===== src/design/tester_params.svh =====
`ifndef TESTER_PARAMS_SVH
`define TESTER_PARAMS_SVH

// --------------------------------------------------
// Shared memory geometry
// --------------------------------------------------

// Word address width, 256 words by default
`define TESTER_ADDR_W 8

// Data word width
`define TESTER_DATA_W 32

// --------------------------------------------------
// Reset release
// --------------------------------------------------

// Cycles from all reset conditions good to sys_reset low
`define TESTER_RST_STAGES 2

`endif


===== src/design/tester_pkg.sv =====
`default_nettype none

`include "tester_params.svh"

package tester_pkg;

   // --------------------------------------------------
   // Shared memory word types
   // --------------------------------------------------

   typedef logic [`TESTER_ADDR_W-1:0] mem_addr_t; // Word address
   typedef logic [`TESTER_DATA_W-1:0] mem_data_t; // Data word

   // --------------------------------------------------
   // Requester identifiers
   // --------------------------------------------------

   // Used for the grant output and the first-trap record
   typedef enum logic [1:0] {
      PORT_NONE   = 2'd0,
      PORT_TESTER = 2'd1,
      PORT_UUT    = 2'd2
   } port_id_t;

endpackage

`default_nettype wire


===== src/design/mem_arbiter.sv =====
`timescale 1ns/10ps
`default_nettype none

module mem_arbiter (
   input  logic                  clk,
   input  logic                  sys_reset,
   // Tester port
   input  logic                  t_req,
   input  logic                  t_we,
   input  tester_pkg::mem_addr_t t_addr,
   input  tester_pkg::mem_data_t t_wdata,
   output tester_pkg::mem_data_t t_rdata,
   output logic                  t_ack,
   // UUT port
   input  logic                  u_req,
   input  logic                  u_we,
   input  tester_pkg::mem_addr_t u_addr,
   input  tester_pkg::mem_data_t u_wdata,
   output tester_pkg::mem_data_t u_rdata,
   output logic                  u_ack,
   // Shared memory side
   output logic                  mem_en,
   output logic                  mem_we,
   output tester_pkg::mem_addr_t mem_addr,
   output tester_pkg::mem_data_t mem_wdata,
   input  tester_pkg::mem_data_t mem_rdata,
   output tester_pkg::port_id_t  grant
);

   import tester_pkg::*;

   typedef enum logic [1:0] {
      ST_IDLE,
      ST_ACCESS,
      ST_RESPOND
   } arb_state_t;

   arb_state_t state_q, state_d;
   port_id_t   owner_q;     // Port holding the memory
   port_id_t   sel;
   logic       prio_uut_q;  // UUT wins the next tie
   logic       cand_t, cand_u;
   logic       start;

   logic       lat_we_q;
   mem_addr_t  lat_addr_q;
   mem_data_t  lat_wdata_q;

   // --------------------------------------------------
   // Port selection
   // --------------------------------------------------

   always_comb begin
      // A port is not sampled during its own ack cycle
      cand_t = t_req && !(state_q == ST_RESPOND && owner_q == PORT_TESTER);
      cand_u = u_req && !(state_q == ST_RESPOND && owner_q == PORT_UUT);
      if (cand_t && cand_u) begin
         sel = prio_uut_q ? PORT_UUT : PORT_TESTER;
      end else if (cand_t) begin
         sel = PORT_TESTER;
      end else if (cand_u) begin
         sel = PORT_UUT;
      end else begin
         sel = PORT_NONE;
      end
      start = (state_q != ST_ACCESS) && (sel != PORT_NONE);
   end

   always_comb begin
      state_d = state_q;
      case (state_q)
         ST_IDLE:    if (start) state_d = ST_ACCESS;
         ST_ACCESS:  state_d = ST_RESPOND;               // One memory strobe
         ST_RESPOND: state_d = start ? ST_ACCESS : ST_IDLE;
         default:    state_d = ST_IDLE;
      endcase
   end

   // --------------------------------------------------
   // Control and request latch
   // --------------------------------------------------

   always_ff @(posedge clk) begin
      if (sys_reset) begin
         state_q    <= ST_IDLE;
         owner_q    <= PORT_NONE;
         prio_uut_q <= 1'b0;           // Tester first
      end else begin
         state_q <= state_d;
         if (start) begin
            owner_q    <= sel;
            prio_uut_q <= (sel == PORT_TESTER); // Other side wins next
         end else if (state_q == ST_RESPOND) begin
            owner_q <= PORT_NONE;
         end
      end
   end

   always_ff @(posedge clk) begin
      if (start) begin
         lat_we_q    <= (sel == PORT_UUT) ? u_we    : t_we;
         lat_addr_q  <= (sel == PORT_UUT) ? u_addr  : t_addr;
         lat_wdata_q <= (sel == PORT_UUT) ? u_wdata : t_wdata;
      end
   end

   assign mem_en    = (state_q == ST_ACCESS);
   assign mem_we    = lat_we_q;
   assign mem_addr  = lat_addr_q;
   assign mem_wdata = lat_wdata_q;

   assign t_ack   = (state_q == ST_RESPOND) && (owner_q == PORT_TESTER);
   assign u_ack   = (state_q == ST_RESPOND) && (owner_q == PORT_UUT);
   assign t_rdata = mem_rdata; // Valid while t_ack
   assign u_rdata = mem_rdata; // Valid while u_ack
   assign grant   = owner_q;

endmodule

`default_nettype wire


===== config.mk =====
export PLATFORM = sky130hd
export DESIGN_NAME = mem_arbiter
export DESIGN_NICKNAME = d
export VERILOG_FILES = /design/src/design/tester_pkg.sv /design/src/design/mem_arbiter.sv
export VERILOG_INCLUDE_DIRS = /design/src /design/src/design
export SDC_FILE = /design/constraint.sdc
export NUM_CORES = 1
export LEC_CHECK = 0
export ABC_AREA = 1
export BUFFER_PORTS_ARGS = -buffer_cell sky130_fd_sc_hd__buf_2
export CORE_MARGIN = 4
export CORE_UTILIZATION = 41
export CTS_CLUSTER_DIAMETER = 150
export DETAILED_ROUTE_END_ITERATION = 16
export GPL_TIMING_DRIVEN = 0
export PLACE_DENSITY = 0.84
export SLEW_MARGIN = 10
export SYNTH_ARGS = -nofsm -noshare
export SYNTH_HDL_FRONTEND = slang
export SYNTH_SLANG_ARGS = --single-unit

===== constraint.sdc =====
create_clock -name clk -period 5.8 [get_ports clk]
set_clock_uncertainty 0.05 [all_clocks]
set_input_delay 0.87 -clock clk [delete_from_list [all_inputs] [get_ports clk]]
set_output_delay 0.87 -clock clk [all_outputs]
set_load 0.05 [all_outputs]

# ---- After elaboration in Yosys (flattened, before gate mapping)
# Cells that the tools add are included.
dict set report word_totals {
  reg_bits 46
  input_bits 118
  out_inout_bits 110
  elab_cells 37
}
dict set report classes {
  n_eq_ne 8
  n_reduce_logical 11
  mux 12
}
# op n
set op_table {}
lappend op_table {{$mux 32} 1}
lappend op_table {{$mux 2} 7}
lappend op_table {{$mux 8} 1}
lappend op_table {{$eq 2x1->1 const B} 3}
lappend op_table {{$eq 2x2->1 const B} 3}
lappend op_table {{$logic_and 1x1->1} 6}
lappend op_table {{$pmux 2 s3} 1}
lappend op_table {{$reduce_bool 2->1} 2}
lappend op_table {{$logic_not 1->1} 2}
lappend op_table {{$logic_not 2->1} 1}
lappend op_table {{$mux 1} 2}
lappend op_table {{$ne 2x1->1 const B} 1}
lappend op_table {{$ne 2x2->1 const B} 1}

# ---- Longest topological paths before layout
dict set report logic_depth {
  word_depth 11
  depth_mapped 9
  depth_no_buf 8
}

# ---- Worst setup path before layout
# OpenSTA, ideal clock, no wires.
dict set report synth_path {
  kind {reg2reg}
  startpoint {reg owner_q[1], in the netlist grant[1]}
  endpoint {reg lat_addr_q[0], in the netlist mem_addr[0] (enable)}
  path_buffers 0
  period_less_slack_ps 2359
  slack_ps 3441
  required_ps 5354
  setup_ps 396
  stages_incl_launch_ff 7
  arrival_ps 1914
  path_cell_list {dfxtp_1 > nor2_1 > nand2_2 > nand2_1 > nand2_1 > nand2_2 > inv_1}
}
dict set report synth_between {
  elab_chain_cells 9
  word_cells_on_any_way 14
  cone_classes {eq/ne (2); mux (3); reduce/logical (9)}
}
# item line_no
set synth_rtl {}
lappend synth_rtl {{start, declared} mem_arbiter.sv:39} ;# port_id_t owner_q;
lappend synth_rtl {{start signal, assigned} mem_arbiter.sv:91} ;# owner_q <= sel;
lappend synth_rtl {{$eq 2x2->1} mem_arbiter.sv:56} ;# cand_u = u_req && !(state_q == ST_RESPOND && owner_q == PORT_UUT);
lappend synth_rtl {{$logic_and 1x1->1} mem_arbiter.sv:56}
lappend synth_rtl {{$logic_not 1->1} mem_arbiter.sv:56}
lappend synth_rtl {{$logic_and 1x1->1} mem_arbiter.sv:56}
lappend synth_rtl {{$mux 2} mem_arbiter.sv:61} ;# end else if (cand_u) begin
lappend synth_rtl {{$mux 2} mem_arbiter.sv:59} ;# end else if (cand_t) begin
lappend synth_rtl {{$mux 2 (*)} mem_arbiter.sv:57} ;# if (cand_t && cand_u) begin
lappend synth_rtl {{$reduce_bool 2->1 (*)} mem_arbiter.sv:66} ;# start = (state_q != ST_ACCESS) && (sel != PORT_NONE);
lappend synth_rtl {{$logic_and 1x1->1 (*)} mem_arbiter.sv:66}
lappend synth_rtl {{via start} mem_arbiter.sv:43} ;# logic start;
lappend synth_rtl {{end signal, assigned} mem_arbiter.sv:102} ;# lat_addr_q <= (sel == PORT_UUT) ? u_addr : t_addr;
lappend synth_rtl {{end, declared} mem_arbiter.sv:46} ;# mem_addr_t lat_addr_q;
# Mark *: on every way through the listed nets, which the timed path passes. The rest lies on a longest branch.
# A chain may end at the register's enable or synchronous reset.

# ---- Worst setup path after layout
dict set report layout_path {
  startpoint {reg state_q[0]}
  endpoint {out t_ack}
}
dict set report layout_between {
  elab_chain_cells 2
}
# item line_no
set layout_rtl {}
lappend layout_rtl {{start, declared} mem_arbiter.sv:38} ;# arb_state_t state_q, state_d;
lappend layout_rtl {{start signal, assigned} mem_arbiter.sv:89} ;# state_q <= state_d;
lappend layout_rtl {{$eq 2x2->1} mem_arbiter.sv:112} ;# assign t_ack = (state_q == ST_RESPOND) && (owner_q == PORT_TESTER);
lappend layout_rtl {{$logic_and 1x1->1} mem_arbiter.sv:112}
lappend layout_rtl {{end, declared} mem_arbiter.sv:13} ;# output logic t_ack,
# Every way passes these cells.

==> flow_summary.json <==
{
  "gr-total-overflow": 0,
  "cts.reportedPaths.clkPinSlew_ns": 0.08,
  "worstMarginPinSlew_ns": 0.859,
  "first_pass_iters": 4,
  "period_share": 0.377,
  "design.core.area_sq_um": 6030,
  "grt_pass1_vias": 2398,
  "ctsHoldBuffers": 0,
  "clk_latency_ns": 0.29,
  "place_area_sq_um": 3670,
  "grt_pass1_wl_um": 11000,
  "syn_area_per_cell_sq_um": 9.36,
  "areaGrowthSynthToFinish_pct": 44.6,
  "cp.arrival_ns": 1.27,
  "syn_nets": 396,
  "startpoint_type": "flip-flop",
  "wirelength_um": 7760,
  "fmax_mhz": 457,
  "worstSetupPathType": "reg -> out",
  "seq_area_frac_synth": 0.512,
  "crit_fanout": 3,
  "rsz0062_at_grt": "false",
  "finalHoldViolCount": 0,
  "dp_hpwl_um": 6400,
  "numCtsBuffers": 5,
  "finalNonFillerCells": 556,
  "rr_startpoint": "grant[1]",
  "cts_resized": 0,
  "leakagePower_nw": 2.09,
  "start_util": 0.432,
  "cts_htree_levels": 2,
  "async_flop_share": 0,
  "synth_edf_count": 41,
  "clock_path_buffers": 2,
  "slowest_stage": "dfxtp_1",
  "die_x_um": 87.7,
  "syn_area_sq_um": 2600,
  "final_area_sq_um": 3760,
  "layout_commonest_cell": "buf_2",
  "pwr_density_cell_nw_per_um2": 271,
  "status": "finished clean",
  "finalSetupViolations": 0,
  "critical-path-top-delay-family": "flip-flops",
  "cts_root_buffer": "clkbuf_8",
  "dieArea_sq_um": 7680,
  "period_minus_slack_ns": 2.19,
  "maxCapViolations": 0,
  "path_cells": "nor2_2, nand2_2, inv_1, buf_2",
  "finalNetCount": 598,
  "maxSlewViolCount": 0,
  "tritoncts_num_sinks": 46,
  "grt_usage": 0.184,
  "drt-initial-drc-count": 85,
  "hp-start": "state_q[0]",
  "insertedDiodeCount": 0,
  "placedCellCount": 548,
  "ant_nets": 0,
  "die-height_um": 87.7,
  "nFillCells": 488,
  "rows": 28,
  "power_mw": 1.02,
  "drive_gt1_frac": 0.599,
  "cts_tree": "done",
  "yosys_warnings": 0,
  "crit_buf_inv": 2,
  "grt_antenna_before_repair": 0,
  "ys_seq_elements": 46,
  "drc": 0,
  "worstPathRequired_ns": 4.88,
  "slew_headroom": 0.427,
  "fin_setup_tns_ns": 0,
  "ioPinCount": 228,
  "startpoint": "state_q[0]",
  "num_vias": 2476,
  "vdd_drop_max_mv": 0.149,
  "crit_path_end_kind": "primary output",
  "netlist-cell-type-count": 17,
  "min_path_type": "reg -> reg",
  "pre_cts_slack_ns": 3.47,
  "place_congestion": 0.790,
  "vias_per_cell": 4.45,
  "synthFlopType": "edfxtp_1",
  "most-common-layout-cells": "buf_2 (199), nand2_1 (86), buf_4 (68)",
  "grt_max_degree": 42,
  "syn_inst": 278,
  "slowest_delay_ns": 0.33,
  "wl_per_cell_um": 14.0,
  "setup_ws_ns": 3.61,
  "cts_setup_buffers": 0,
  "io_buffers": 195
}
-- worst reg2reg max path, stage by stage, from the launching register on --
cell and delay, ns:
dfxtp_1 0.39, nor2_1 0.08, nand2_2 0.11, nand2_1 0.08, nand2_1 0.10, nand2_2 0.08, inv_2 0.63
-- synthesized netlist by cell type (3+ instances only) --
| master | instances | share of area |
|---|---|---|
| a21oi_1 | 3 | 0.0058 |
| buf_2 | 4 | 0.0077 |
| buf_4 | 68 | 0.20 |
| buf_6 | 4 | 0.017 |
| dfxtp_1 | 5 | 0.038 |
| edfxtp_1 | 41 | 0.47 |
| inv_1 | 9 | 0.013 |
| nand2_1 | 86 | 0.12 |
| nand2_2 | 4 | 0.0096 |
| nand3_1 | 44 | 0.085 |
| nor2_1 | 4 | 0.0058 |
-- kinds of logic (layout without fill, tap and decap cells) --
group / count (synthesis) / after routing / share of synthesized area
simple gates: 142 / 142 / 0.244
compound gates: 4 / 4 / 0.00769
flops: 46 / 46 / 0.512
buf+inv: 86 / 289 / 0.237
-- metal layers --
metal  vias to the layer above  GRT usage  part of all wire
met5                         -          0                 0
met4                         0     0.0558             0.022
met3                        18     0.0611              0.11
met2                       147      0.354              0.53
met1                      1065      0.184              0.34
li1                       1246          -                 -
-- final timing paths --
path                  endpoint  slack [ns]  cells past startpoint
setup / recovery         t_ack        3.61                      4
hold / removal      state_q[0]        0.41                      1
setup reg to reg  mem_wdata[1]        3.89                      6
hold reg to reg     state_q[0]        0.41                      1
-- through the flow --
step | utilization | hold WS, ns
global route | 0.624 | 0.459
floorplan | - | 0.383
CTS | 0.624 | 0.416
global placement | 0.609 | 0.399
detailed placement | 0.609 | 0.404
finish | 0.624 | 0.411
-- registers in the layout (all words and copies together) (netlist names) --
signal      flops
grant           2
mem_wdata      32
prio_uut_q      1
state_q         2
mem_addr        8
mem_we          1
-- final cells by class --
class	instances	area, sq um	share of cell area
Clock buffer	5	68.8	0.0183
Inverter	10	40.0	0.0106
Buffer	76	576	0.153
Timing Repair Buffer	195	976	0.259
Tap cell	75	93.8	0.0250
Clock inverter	3	21.3	0.00566
Multi-Input combinational cell	146	654	0.174
Sequential cell	46	1330	0.354
-- power by group --
part | internal [mW] | total [mW] | switching [mW]
combinational | 0.112 | 0.412 | 0.300
sequential | 0.407 | 0.417 | 0.00936
clock | 0.0847 | 0.191 | 0.107
total | 0.604 | 1.02 | 0.416
No activity file was read; power rests on OpenSTA's default activity.
