<file path="src/design/tester_params.svh">
`ifndef TESTER_PARAMS_SVH
`define TESTER_PARAMS_SVH

// --------------------------------------------------
// Shared memory geometry
// --------------------------------------------------

// Word address width, 256 words by default
`define TESTER_ADDR_W 8

// Data word width
`define TESTER_DATA_W 32

// --------------------------------------------------
// Reset release
// --------------------------------------------------

// Cycles from all reset conditions good to sys_reset low
`define TESTER_RST_STAGES 2

`endif

</file>
<file path="src/design/tester_pkg.sv">
`default_nettype none

`include "tester_params.svh"

package tester_pkg;

   // --------------------------------------------------
   // Shared memory word types
   // --------------------------------------------------

   typedef logic [`TESTER_ADDR_W-1:0] mem_addr_t; // Word address
   typedef logic [`TESTER_DATA_W-1:0] mem_data_t; // Data word

   // --------------------------------------------------
   // Requester identifiers
   // --------------------------------------------------

   // Used for the grant output and the first-trap record
   typedef enum logic [1:0] {
      PORT_NONE   = 2'd0,
      PORT_TESTER = 2'd1,
      PORT_UUT    = 2'd2
   } port_id_t;

endpackage

`default_nettype wire

</file>
<file path="src/design/trap_monitor.sv">
`timescale 1ns/10ps
`default_nettype none

module trap_monitor (
   input  logic                 clk,
   input  logic                 sys_reset,
   input  logic                 trap_tester,
   input  logic                 trap_uut,
   output logic                 trap,
   output tester_pkg::port_id_t trap_first
);

   import tester_pkg::*;

   logic     tester_seen_q;
   logic     uut_seen_q;
   port_id_t first_q;

   // --------------------------------------------------
   // Sticky flags
   // --------------------------------------------------

   always_ff @(posedge clk) begin
      if (sys_reset) begin
         tester_seen_q <= 1'b0;
         uut_seen_q    <= 1'b0;
         first_q       <= PORT_NONE;
      end else begin
         if (trap_tester) tester_seen_q <= 1'b1;
         if (trap_uut) uut_seen_q <= 1'b1;
         // Captured once, tester wins a tie
         if (first_q == PORT_NONE) begin
            if (trap_tester) begin
               first_q <= PORT_TESTER;
            end else if (trap_uut) begin
               first_q <= PORT_UUT;
            end
         end
      end
   end

   assign trap       = tester_seen_q | uut_seen_q;
   assign trap_first = first_q;

endmodule

`default_nettype wire

</file>
<file path="config.mk">
export PLATFORM = sky130hd
export DESIGN_NAME = trap_monitor
export DESIGN_NICKNAME = d
export VERILOG_FILES = /design/src/design/tester_pkg.sv /design/src/design/trap_monitor.sv
export VERILOG_INCLUDE_DIRS = /design/src /design/src/design
export SDC_FILE = /design/constraint.sdc
export NUM_CORES = 1
export LEC_CHECK = 0
export BUFFER_PORTS_ARGS = -buffer_cell sky130_fd_sc_hd__clkbuf_2
export CELL_PAD_IN_SITES_DETAIL_PLACEMENT = 1
export CELL_PAD_IN_SITES_GLOBAL_PLACEMENT = 2
export CORE_AREA = 2 2 39 41
export CTS_BUF_LIST = sky130_fd_sc_hd__clkbuf_16
export CTS_CLUSTER_DIAMETER = 30
export DETAILED_ROUTE_END_ITERATION = 6
export DIE_AREA = 0 0 41 43
export PLACE_DENSITY = 0.47
export SETUP_SLACK_MARGIN = 0.02
export SYNTH_ARGS = -nofsm -noshare
export SYNTH_HDL_FRONTEND = slang
export SYNTH_SLANG_ARGS = --single-unit
</file>
<file path="constraint.sdc">
create_clock -name clk -period 1.15 [get_ports clk]
set_clock_uncertainty 0.1 [all_clocks]
set_input_delay 0.0575 -clock clk [delete_from_list [all_inputs] [get_ports clk]]
set_output_delay 0.0575 -clock clk [all_outputs]
set_load 0.1 [all_outputs]
</file>
# Yosys cells after proc, flatten, opt, wreduce, memory -nomap -nowiden
# Index checks and enable logic that the tools add are counted.
# op_classes
muxes	2
n_bitwise	1
n_reduce_logical	3
# op_table
operator	count
two-way mux 2 bit	2
zero test 2 bit	1
AND reduction 2 bit	1
nonzero test 2 bit	1
OR 1 bit	1
# totals
ff_bits	4
input_bits	4
out_inout_bits	3
word_cells	9

# Depth between registers and ports, before layout
# Gate-level depths: netlist of run 1.
# logic_depth
word_depth	2
depth_mapped	2
mapped_depth_nobuf	2

# Worst setup path after synthesis of run 1
# Ideal clock, no wire load.
# synth_timing
kind	reg-to-reg
start	reg first_q[0], in the netlist trap_first[0]
end	reg first_q[1], in the netlist trap_first[1]
arrival_time_ns	1.197
setup_slack_ns	-0.267
stages_incl_launch_ff	3
cell_sequence	dfxtp_1 or3b_1 a21oi_1
# synth_via
elab_chain_len	2
# synth_rtl
element	line_no	source
start: declaration	trap_monitor.sv:17	port_id_t first_q;
start signal: assignment	trap_monitor.sv:27	first_q <= PORT_NONE;
start signal: assignment	trap_monitor.sv:34	first_q <= PORT_TESTER;
start signal: assignment	trap_monitor.sv:36	first_q <= PORT_UUT;
zero test 2 bit	trap_monitor.sv:32	if (first_q == PORT_NONE) begin
AND reduction 2 bit (no line)	--	
# Every way passes these cells.
# A chain may end at the register's enable or synchronous reset.

# Worst setup path after layout of run 1
# layout_timing
start	reg uut_seen_q
end	out trap
# layout_via
elab_chain_len	1
# layout_rtl
element	line_no	source
start: declaration	trap_monitor.sv:16	logic uut_seen_q;
start signal: assignment	trap_monitor.sv:26	uut_seen_q <= 1'b0;
start signal: assignment	trap_monitor.sv:30	if (trap_uut) uut_seen_q <= 1'b1;
OR 1 bit	trap_monitor.sv:42	assign trap = tester_seen_q | uut_seen_q;
end: declaration	trap_monitor.sv:9	output logic trap,
# Every way passes these cells.

==> results summary, run 1 <==
Timing analysis after detailed placement gives a worst setup slack of 0.172 ns. The count of unresolved DRC violations after routing came out at 0. The Yosys warning count came out at 0.

Sequential elements use 59.3% of the synthesized area. The remaining global-route overflow came out at 0. The fraction of synthesized cell area taken by the top area cell type came out at 59.3%.

The tightest slew margin relative to the limit came out at 92.2%. The number of setup violations in the final report is 0. The buffer type at the clock tree root is clkbuf_16. The number of standard cells after synthesis came out at 15.

The first routing iteration left 0 violations. The required arrival time at the worst endpoint came out at 0.99 ns. The number of maximum-capacitance constraint violations is 0.

The critical path class is register to output pin. The synthesized cell area is 135 um^2. The starting density of the core came out at 9.76%.

The total leakage power is 0.146 nW. The mean area per synthesized cell is 9.01 um^2. Buffers inserted during clock tree synthesis total 3. The number of antenna violations at the first check in global routing came to 0. The largest net degree at the start of global routing is 5. The count of pins over their slew limit is 0.

After legalization and detailed placement, the total HPWL measured 279 um. The first global-routing pass estimated 717 um of wire. The worst path arrival time came out at 0.95 ns. The number of storage elements in the synthesis netlist is 4. The unique cell type count in the Yosys netlist came out at 7.

The path class of the tightest hold or removal check is input pin to register. The diode insertion count for antenna repair came out at 0. Ranked by total cell area, the synthesized netlist is headed by dfxtp_1 59%, nor2_1 11%, a21oi_1 7.4%, or3b_1 6.5%, inv_1 5.6%. The area inside the core boundary came out at 1380 um^2. The count of pins on the block boundary came out at 7. The post-CTS setup-driven buffer insertion count came out at 0.

The worst-path maximum fanout came out at 2. The flow ran to the end, and the final reports show no timing, DRC or antenna violations. The via count of the routed design is 145. STA classifies the critical path startpoint as a register. The post-detailed-routing wire length came out at 460 um. The final critical path takes up 96.0% of the cycle.

CTS saw 4 sinks. The clock latency reported for the late side of the worst-skew pair came out at 0.22 ns. The vertical die dimension is 43 um. The number of nets in the synthesized netlist is 19. The clock period minus worst slack is 1.10 ns. The total global routing track utilization came out at 7.44%. Across all setup checks in the final design, the least slack found is 0.0456 ns. CTS built an H-tree with a depth of 1.

The area of the die came out at 1760 um^2. For this run, the detailed router's first-pass iteration total came to 1. The synthesized design spends more area on one cell type than any other, namely dfxtp_1. Setup repair after global routing left no endpoint under its margin. The synthesis-to-layout area growth came out at 144%.

The share of final-layout standard cells stronger than drive strength 1 came out at 46.2%. The cell area reported after detailed placement came out at 233 um^2. The die is 41 um wide. The slew at the pin with the worst max-slew slack came out at 0.117 ns. The number of endpoints with negative hold slack in the final report came out at 0. Dividing total power by cell area gives a power density of 2540 nW/um^2. The longest clock path from root to sink contains 2 buffers. TritonCTS built the clock tree.

The last weighted congestion value of the routability-driven placer is 0.632. Row generation in the floorplan step produced 14 rows. The net count of the finished layout is 32.

The number of global-route vias before repair came out at 169. The filler cell count is 164. STA classifies the critical path endpoint as an output pin.

The number of nets still failing antenna checks after routing came out at 0. The total of buffers placed on input and output ports is 6. Clock-pin slew was measured on the worst setup and hold paths at 0.03 ns.

After detailed routing, the average wire length per cell comes to 11.0 um. Based on the critical path, the design can be clocked at up to 905 MHz. Once layout is done, the placed cells without fillers occupy 330 um^2. The highest ir drop seen on vdd came out at 0.572 mV. The detailed-route vias per instance is 3.45.
area by class of cell:
| type | instances | area (um^2) | share of cell area (%) |
|---|---|---|---|
| timing repair buffer | 8 | 95.1 | 28.8 |
| tap | 16 | 20.0 | 6.06 |
| clock buffer | 3 | 75.1 | 22.7 |
| multi-input combinational | 9 | 50.0 | 15.2 |
| inverter | 2 | 7.51 | 2.27 |
| sequential | 4 | 82.6 | 25.0 |
critical path: stages (launching register included):
cell and delay [ns]:
dfxtp_1 0.30, or2_4 0.25, buf_12 0.16
layout by cell type, fill, tap and decap left out:
master / count
a21oi_1: 2
buf_12: 3
clkbuf_16: 3
clkbuf_2: 3
dfxtp_1: 2
dfxtp_2: 2
dlygate4sd3_1: 2
inv_1: 2
nor2_1: 4
or2_4: 1
or2b_1: 1
or3b_1: 1
power breakdown:
part	leakage (nW)	switching, mW	internal [mW]
Clock	0.0370	0.0998	0.444
Combinational	0.0755	0.0812	0.0514
Sequential	0.0340	0.00989	0.152
routing by layer:
layer / global-route usage [%] / part of all wire, %
met2: 12.5 / 64
met4: 10.0 / 6.7
met1: 5.16 / 27
met3: 1.57 / 2.0
met5: 0 / 0
cell usage after synthesis:
cell,number
dfxtp_1,4
inv_1,2
nor2_1,4
a21oi_1,2
or2_2,1
or3b_1,1
or2b_1,1
sequential cells by signal (all words and copies together) (netlist names):
signal / count
uut_seen_q: 1
tester_seen_q: 1
trap_first: 2
timing repair:
| action | CTS | global route |
|---|---|---|
| setup endpoints to repair | 1 | 0 |
| endpoints found under the hold margin | 4 | 0 |
| gates resized for setup | 1 | 0 |
| hold buffers | 2 | 0 |
cells by family after synthesis:
| family | after synthesis | synth area share (%) |
|---|---|---|
| AOI/OAI and AO/OA | 2 | 7.41 |
| and+or+nand+nor | 7 | 27.8 |
| DFF | 4 | 59.3 |
| buffers and inverters | 2 | 5.56 |
worst paths after layout:
kind              slack [ns]  cells after the start                    endpoint                       start
setup / recovery        0.05                      2                        trap     uut_seen_q$_SDFFE_PP0P_
hold reg to reg         0.38                      2  trap_first[0]$_SDFFE_PP0P_  trap_first[0]$_SDFFE_PP0P_
setup reg to reg        0.17                      2  trap_first[1]$_SDFFE_PP0P_  trap_first[0]$_SDFFE_PP0P_
hold / removal          0.04                      3  tester_seen_q$_SDFFE_PP0P_                 trap_tester
stage by stage:
step | setup TNS [ns] | std cells | utilization (%) | power [mW] | hold WS, ns
finish | 0 | 42 | 23.9 | 0.838 | 0.0359
floorplan | -0.0219 | 15 | - | 0.236 | 0.0192
CTS | 0 | 42 | 23.9 | 0.846 | 0.0327
global placement | 0 | 37 | 16.8 | 0.285 | 0.164
global route | 0 | 42 | 23.9 | 0.853 | 0.0499
detailed placement | 0 | 37 | 16.8 | 0.287 | 0.174
Power figures use the tool's default switching activity.
==> run 2, diff against run 1 <==
--- a/config.mk
+++ b/config.mk
@@ -14,7 +14,8 @@
 export CTS_CLUSTER_DIAMETER = 30
 export DETAILED_ROUTE_END_ITERATION = 6
 export DIE_AREA = 0 0 41 43
-export PLACE_DENSITY = 0.47
+export HOLD_SLACK_MARGIN = 0.08
+export PLACE_DENSITY = 0.42
 export SETUP_SLACK_MARGIN = 0.02
 export SYNTH_ARGS = -nofsm -noshare
 export SYNTH_HDL_FRONTEND = slang
==> results summary, run 2 (synthesis gave the netlist of run 1 again) <==
The run finished with clean final reports. In the routed design, unresolved DRC markers number 0. Setup violations remaining at the end of the flow were counted as 0. The critical path class is register to output pin. The slew at the pin with the worst max-slew slack is 0.101 ns. The kind of cell with the highest combined delay along the critical path is flip-flops. Traced cell by cell, the critical path runs through or2_4 -> buf_12. CTS built an H-tree with a depth of 1.

The sum of met2 wire segment lengths after detailed routing came out at 241 um. The highest cell delay on the worst timing path is 0.30 ns. The area inside the core boundary is 1380 um^2. The highest ir drop seen on vdd is 0.699 mV.

The TritonCTS clock tree is yes. The post-CTS setup-driven buffer insertion count is 0. The share of final-layout standard cells stronger than drive strength 1 came out at 46.2%.

The diode insertion count for antenna repair is 0. The worst-case clock buffer depth came out at 2. The pre-CTS worst setup slack is 0.172 ns. The wire length of the first global-routing pass came out at 710 um. Setup repair after global routing left no endpoint under its margin. The power density over the cells is 2520 nW/um^2.

Clock-pin slew was measured on the worst setup and hold paths at 0.03 ns. The number of maximum-capacitance constraint violations is 0. Once the floorplan was initialized, standard cells occupied 9.76% of the core. The filler cell count came out at 160. The worst path meets setup with 0.0561 ns of slack.

The length of the first detailed-routing pass in iterations came out at 2. The detailed placement HPWL is 256 um. The last weighted congestion value of the routability-driven placer came out at 0.559. The total overflow left after global routing is 0. The detailed-route vias per instance came out at 3.33. The library cells used most frequently in the layout, excluding fill and tap cells, are 4 x nor2_1, 3 x clkbuf_16, 3 x clkbuf_2, 3 x buf_12. Global routing used 7.64% of the available tracks across all layers. The number of nets in the finished design is 32. The routed wirelength normalized by instance count came out at 9.24 um. The tightest min-delay check is of the input pin to register type. The number of antenna violations at the first check in global routing was 0.

The critical path capture point type is an output pin. The floorplan has 14 rows. Entering global routing, the biggest net connects 5 pins. The tightest slew margin relative to the limit came out at 93.2%. The register with the most flip-flops in the layout has 2 of them.

Clock tree synthesis inserted a total of 3 buffers. The library cell used most frequently in the layout, excluding fill and tap cells, is nor2_1. The total of buffers placed on input and output ports came out at 6. For this block, the routed nets add up to 388 um of wire.

The achievable frequency is 914 MHz. The via count of the routed design is 140. For the finished layout, the period the worst path requires is 1.09 ns. Of the available clock period, the critical path in the final layout requires 95.1%. The clock latency reported for the late side of the worst-skew pair came out at 0.23 ns. The total leakage power is 0.146 nW.

In this run the remaining antenna-violating nets after routing total 0. The amount of wire on met3 after detailed routing is 12 um. Measured along the y axis, the die boundary spans 43 um. STA classifies the critical path startpoint as a register. The highest layer used for signal routing is met4. The count of pins on the block boundary came out at 7. The number of global-route vias before repair is 163. Adding up every negative setup slack in the final design gives 0 ns. The number of endpoints with negative hold slack in the final report is 0. The worst path arrival time is 0.94 ns. The total of hold buffers inserted after clock tree synthesis came out at 2.

The buffer type at the clock tree root is clkbuf_16. The slowest stage of the critical path belongs to the cell dfxtp_1. The combined buffer and inverter count along the critical path came out at 1. The required arrival time at the worst endpoint is 0.99 ns. The number of sinks handled by clock tree synthesis is 4. The die covers 1760 um^2.

The routed metal-1 wirelength came out at 120 um. The horizontal extent of the die came out at 41 um. Compared with the post-synthesis result, the final layout area differs by 144%. The violation count after the first detailed-route iteration came out at 2. The worst-path maximum fanout is 2. The count of pins over their slew limit was 0.
run 2: area by class of cell:
class	instances	area (um^2)	area share [%]
tap	16	20.0	6.06
clock buffer	3	75.1	22.7
timing repair buffer	8	95.1	28.8
multi-input combinational	9	50.0	15.2
inverter	2	7.51	2.27
sequential	4	82.6	25.0
run 2: what timing repair did:
action	CTS	global route
setup endpoints to repair	1	0
resized for setup	1	0
hold endpoints to repair	4	2
run 2: worst paths after layout:
| kind | from | endpoint | slack [ns] | cells after the start |
|---|---|---|---|---|
| setup / recovery | uut_seen_q$_SDFFE_PP0P_ | trap | 0.06 | 2 |
| hold / removal | trap_tester | tester_seen_q$_SDFFE_PP0P_ | 0.007 | 3 |
| setup reg to reg | trap_first[0]$_SDFFE_PP0P_ | trap_first[1]$_SDFFE_PP0P_ | 0.15 | 2 |
| hold reg to reg | uut_seen_q$_SDFFE_PP0P_ | uut_seen_q$_SDFFE_PP0P_ | 0.36 | 2 |
run 2: where the power goes:
| group | total (mW) | switching (mW) | internal (mW) |
|---|---|---|---|
| registers | 0.161 | 0.00908 | 0.152 |
| logic | 0.131 | 0.0797 | 0.0514 |
| clock network | 0.541 | 0.0972 | 0.444 |
run 2: worst reg2reg max path, delay by kind of cell (launching register included):
| kind | cells | cell delay (ns) |
|---|---|---|
| AO/OA/AOI/OAI | 1 | 0.14 |
| flip-flops | 1 | 0.33 |
| AND/OR/NAND/NOR | 1 | 0.35 |
run 2: layer usage:
| metal | track usage (%) | vias up |
|---|---|---|
| met1 | 4.84 | 66 |
| met2 | 9.69 | 3 |
| met4 | 12.0 | 0 |
| met3 | 6.28 | 2 |
| li1 | - | 69 |
| met5 | 0 | - |
run 2: stage by stage:
stage | hold WS, ns | util [%] | area [um^2] | total power, mW | std cells
after CTS | 0.0191 | 23.9 | 330 | 0.843 | 42
after floorplan | 0.0192 | - | 138 | 0.236 | 15
after detailed placement | 0.170 | 16.8 | 233 | 0.286 | 37
after global placement | 0.165 | 16.8 | 233 | 0.285 | 37
after global routing | 0.0445 | 23.9 | 330 | 0.863 | 42
final | 0.00738 | 23.9 | 330 | 0.833 | 42
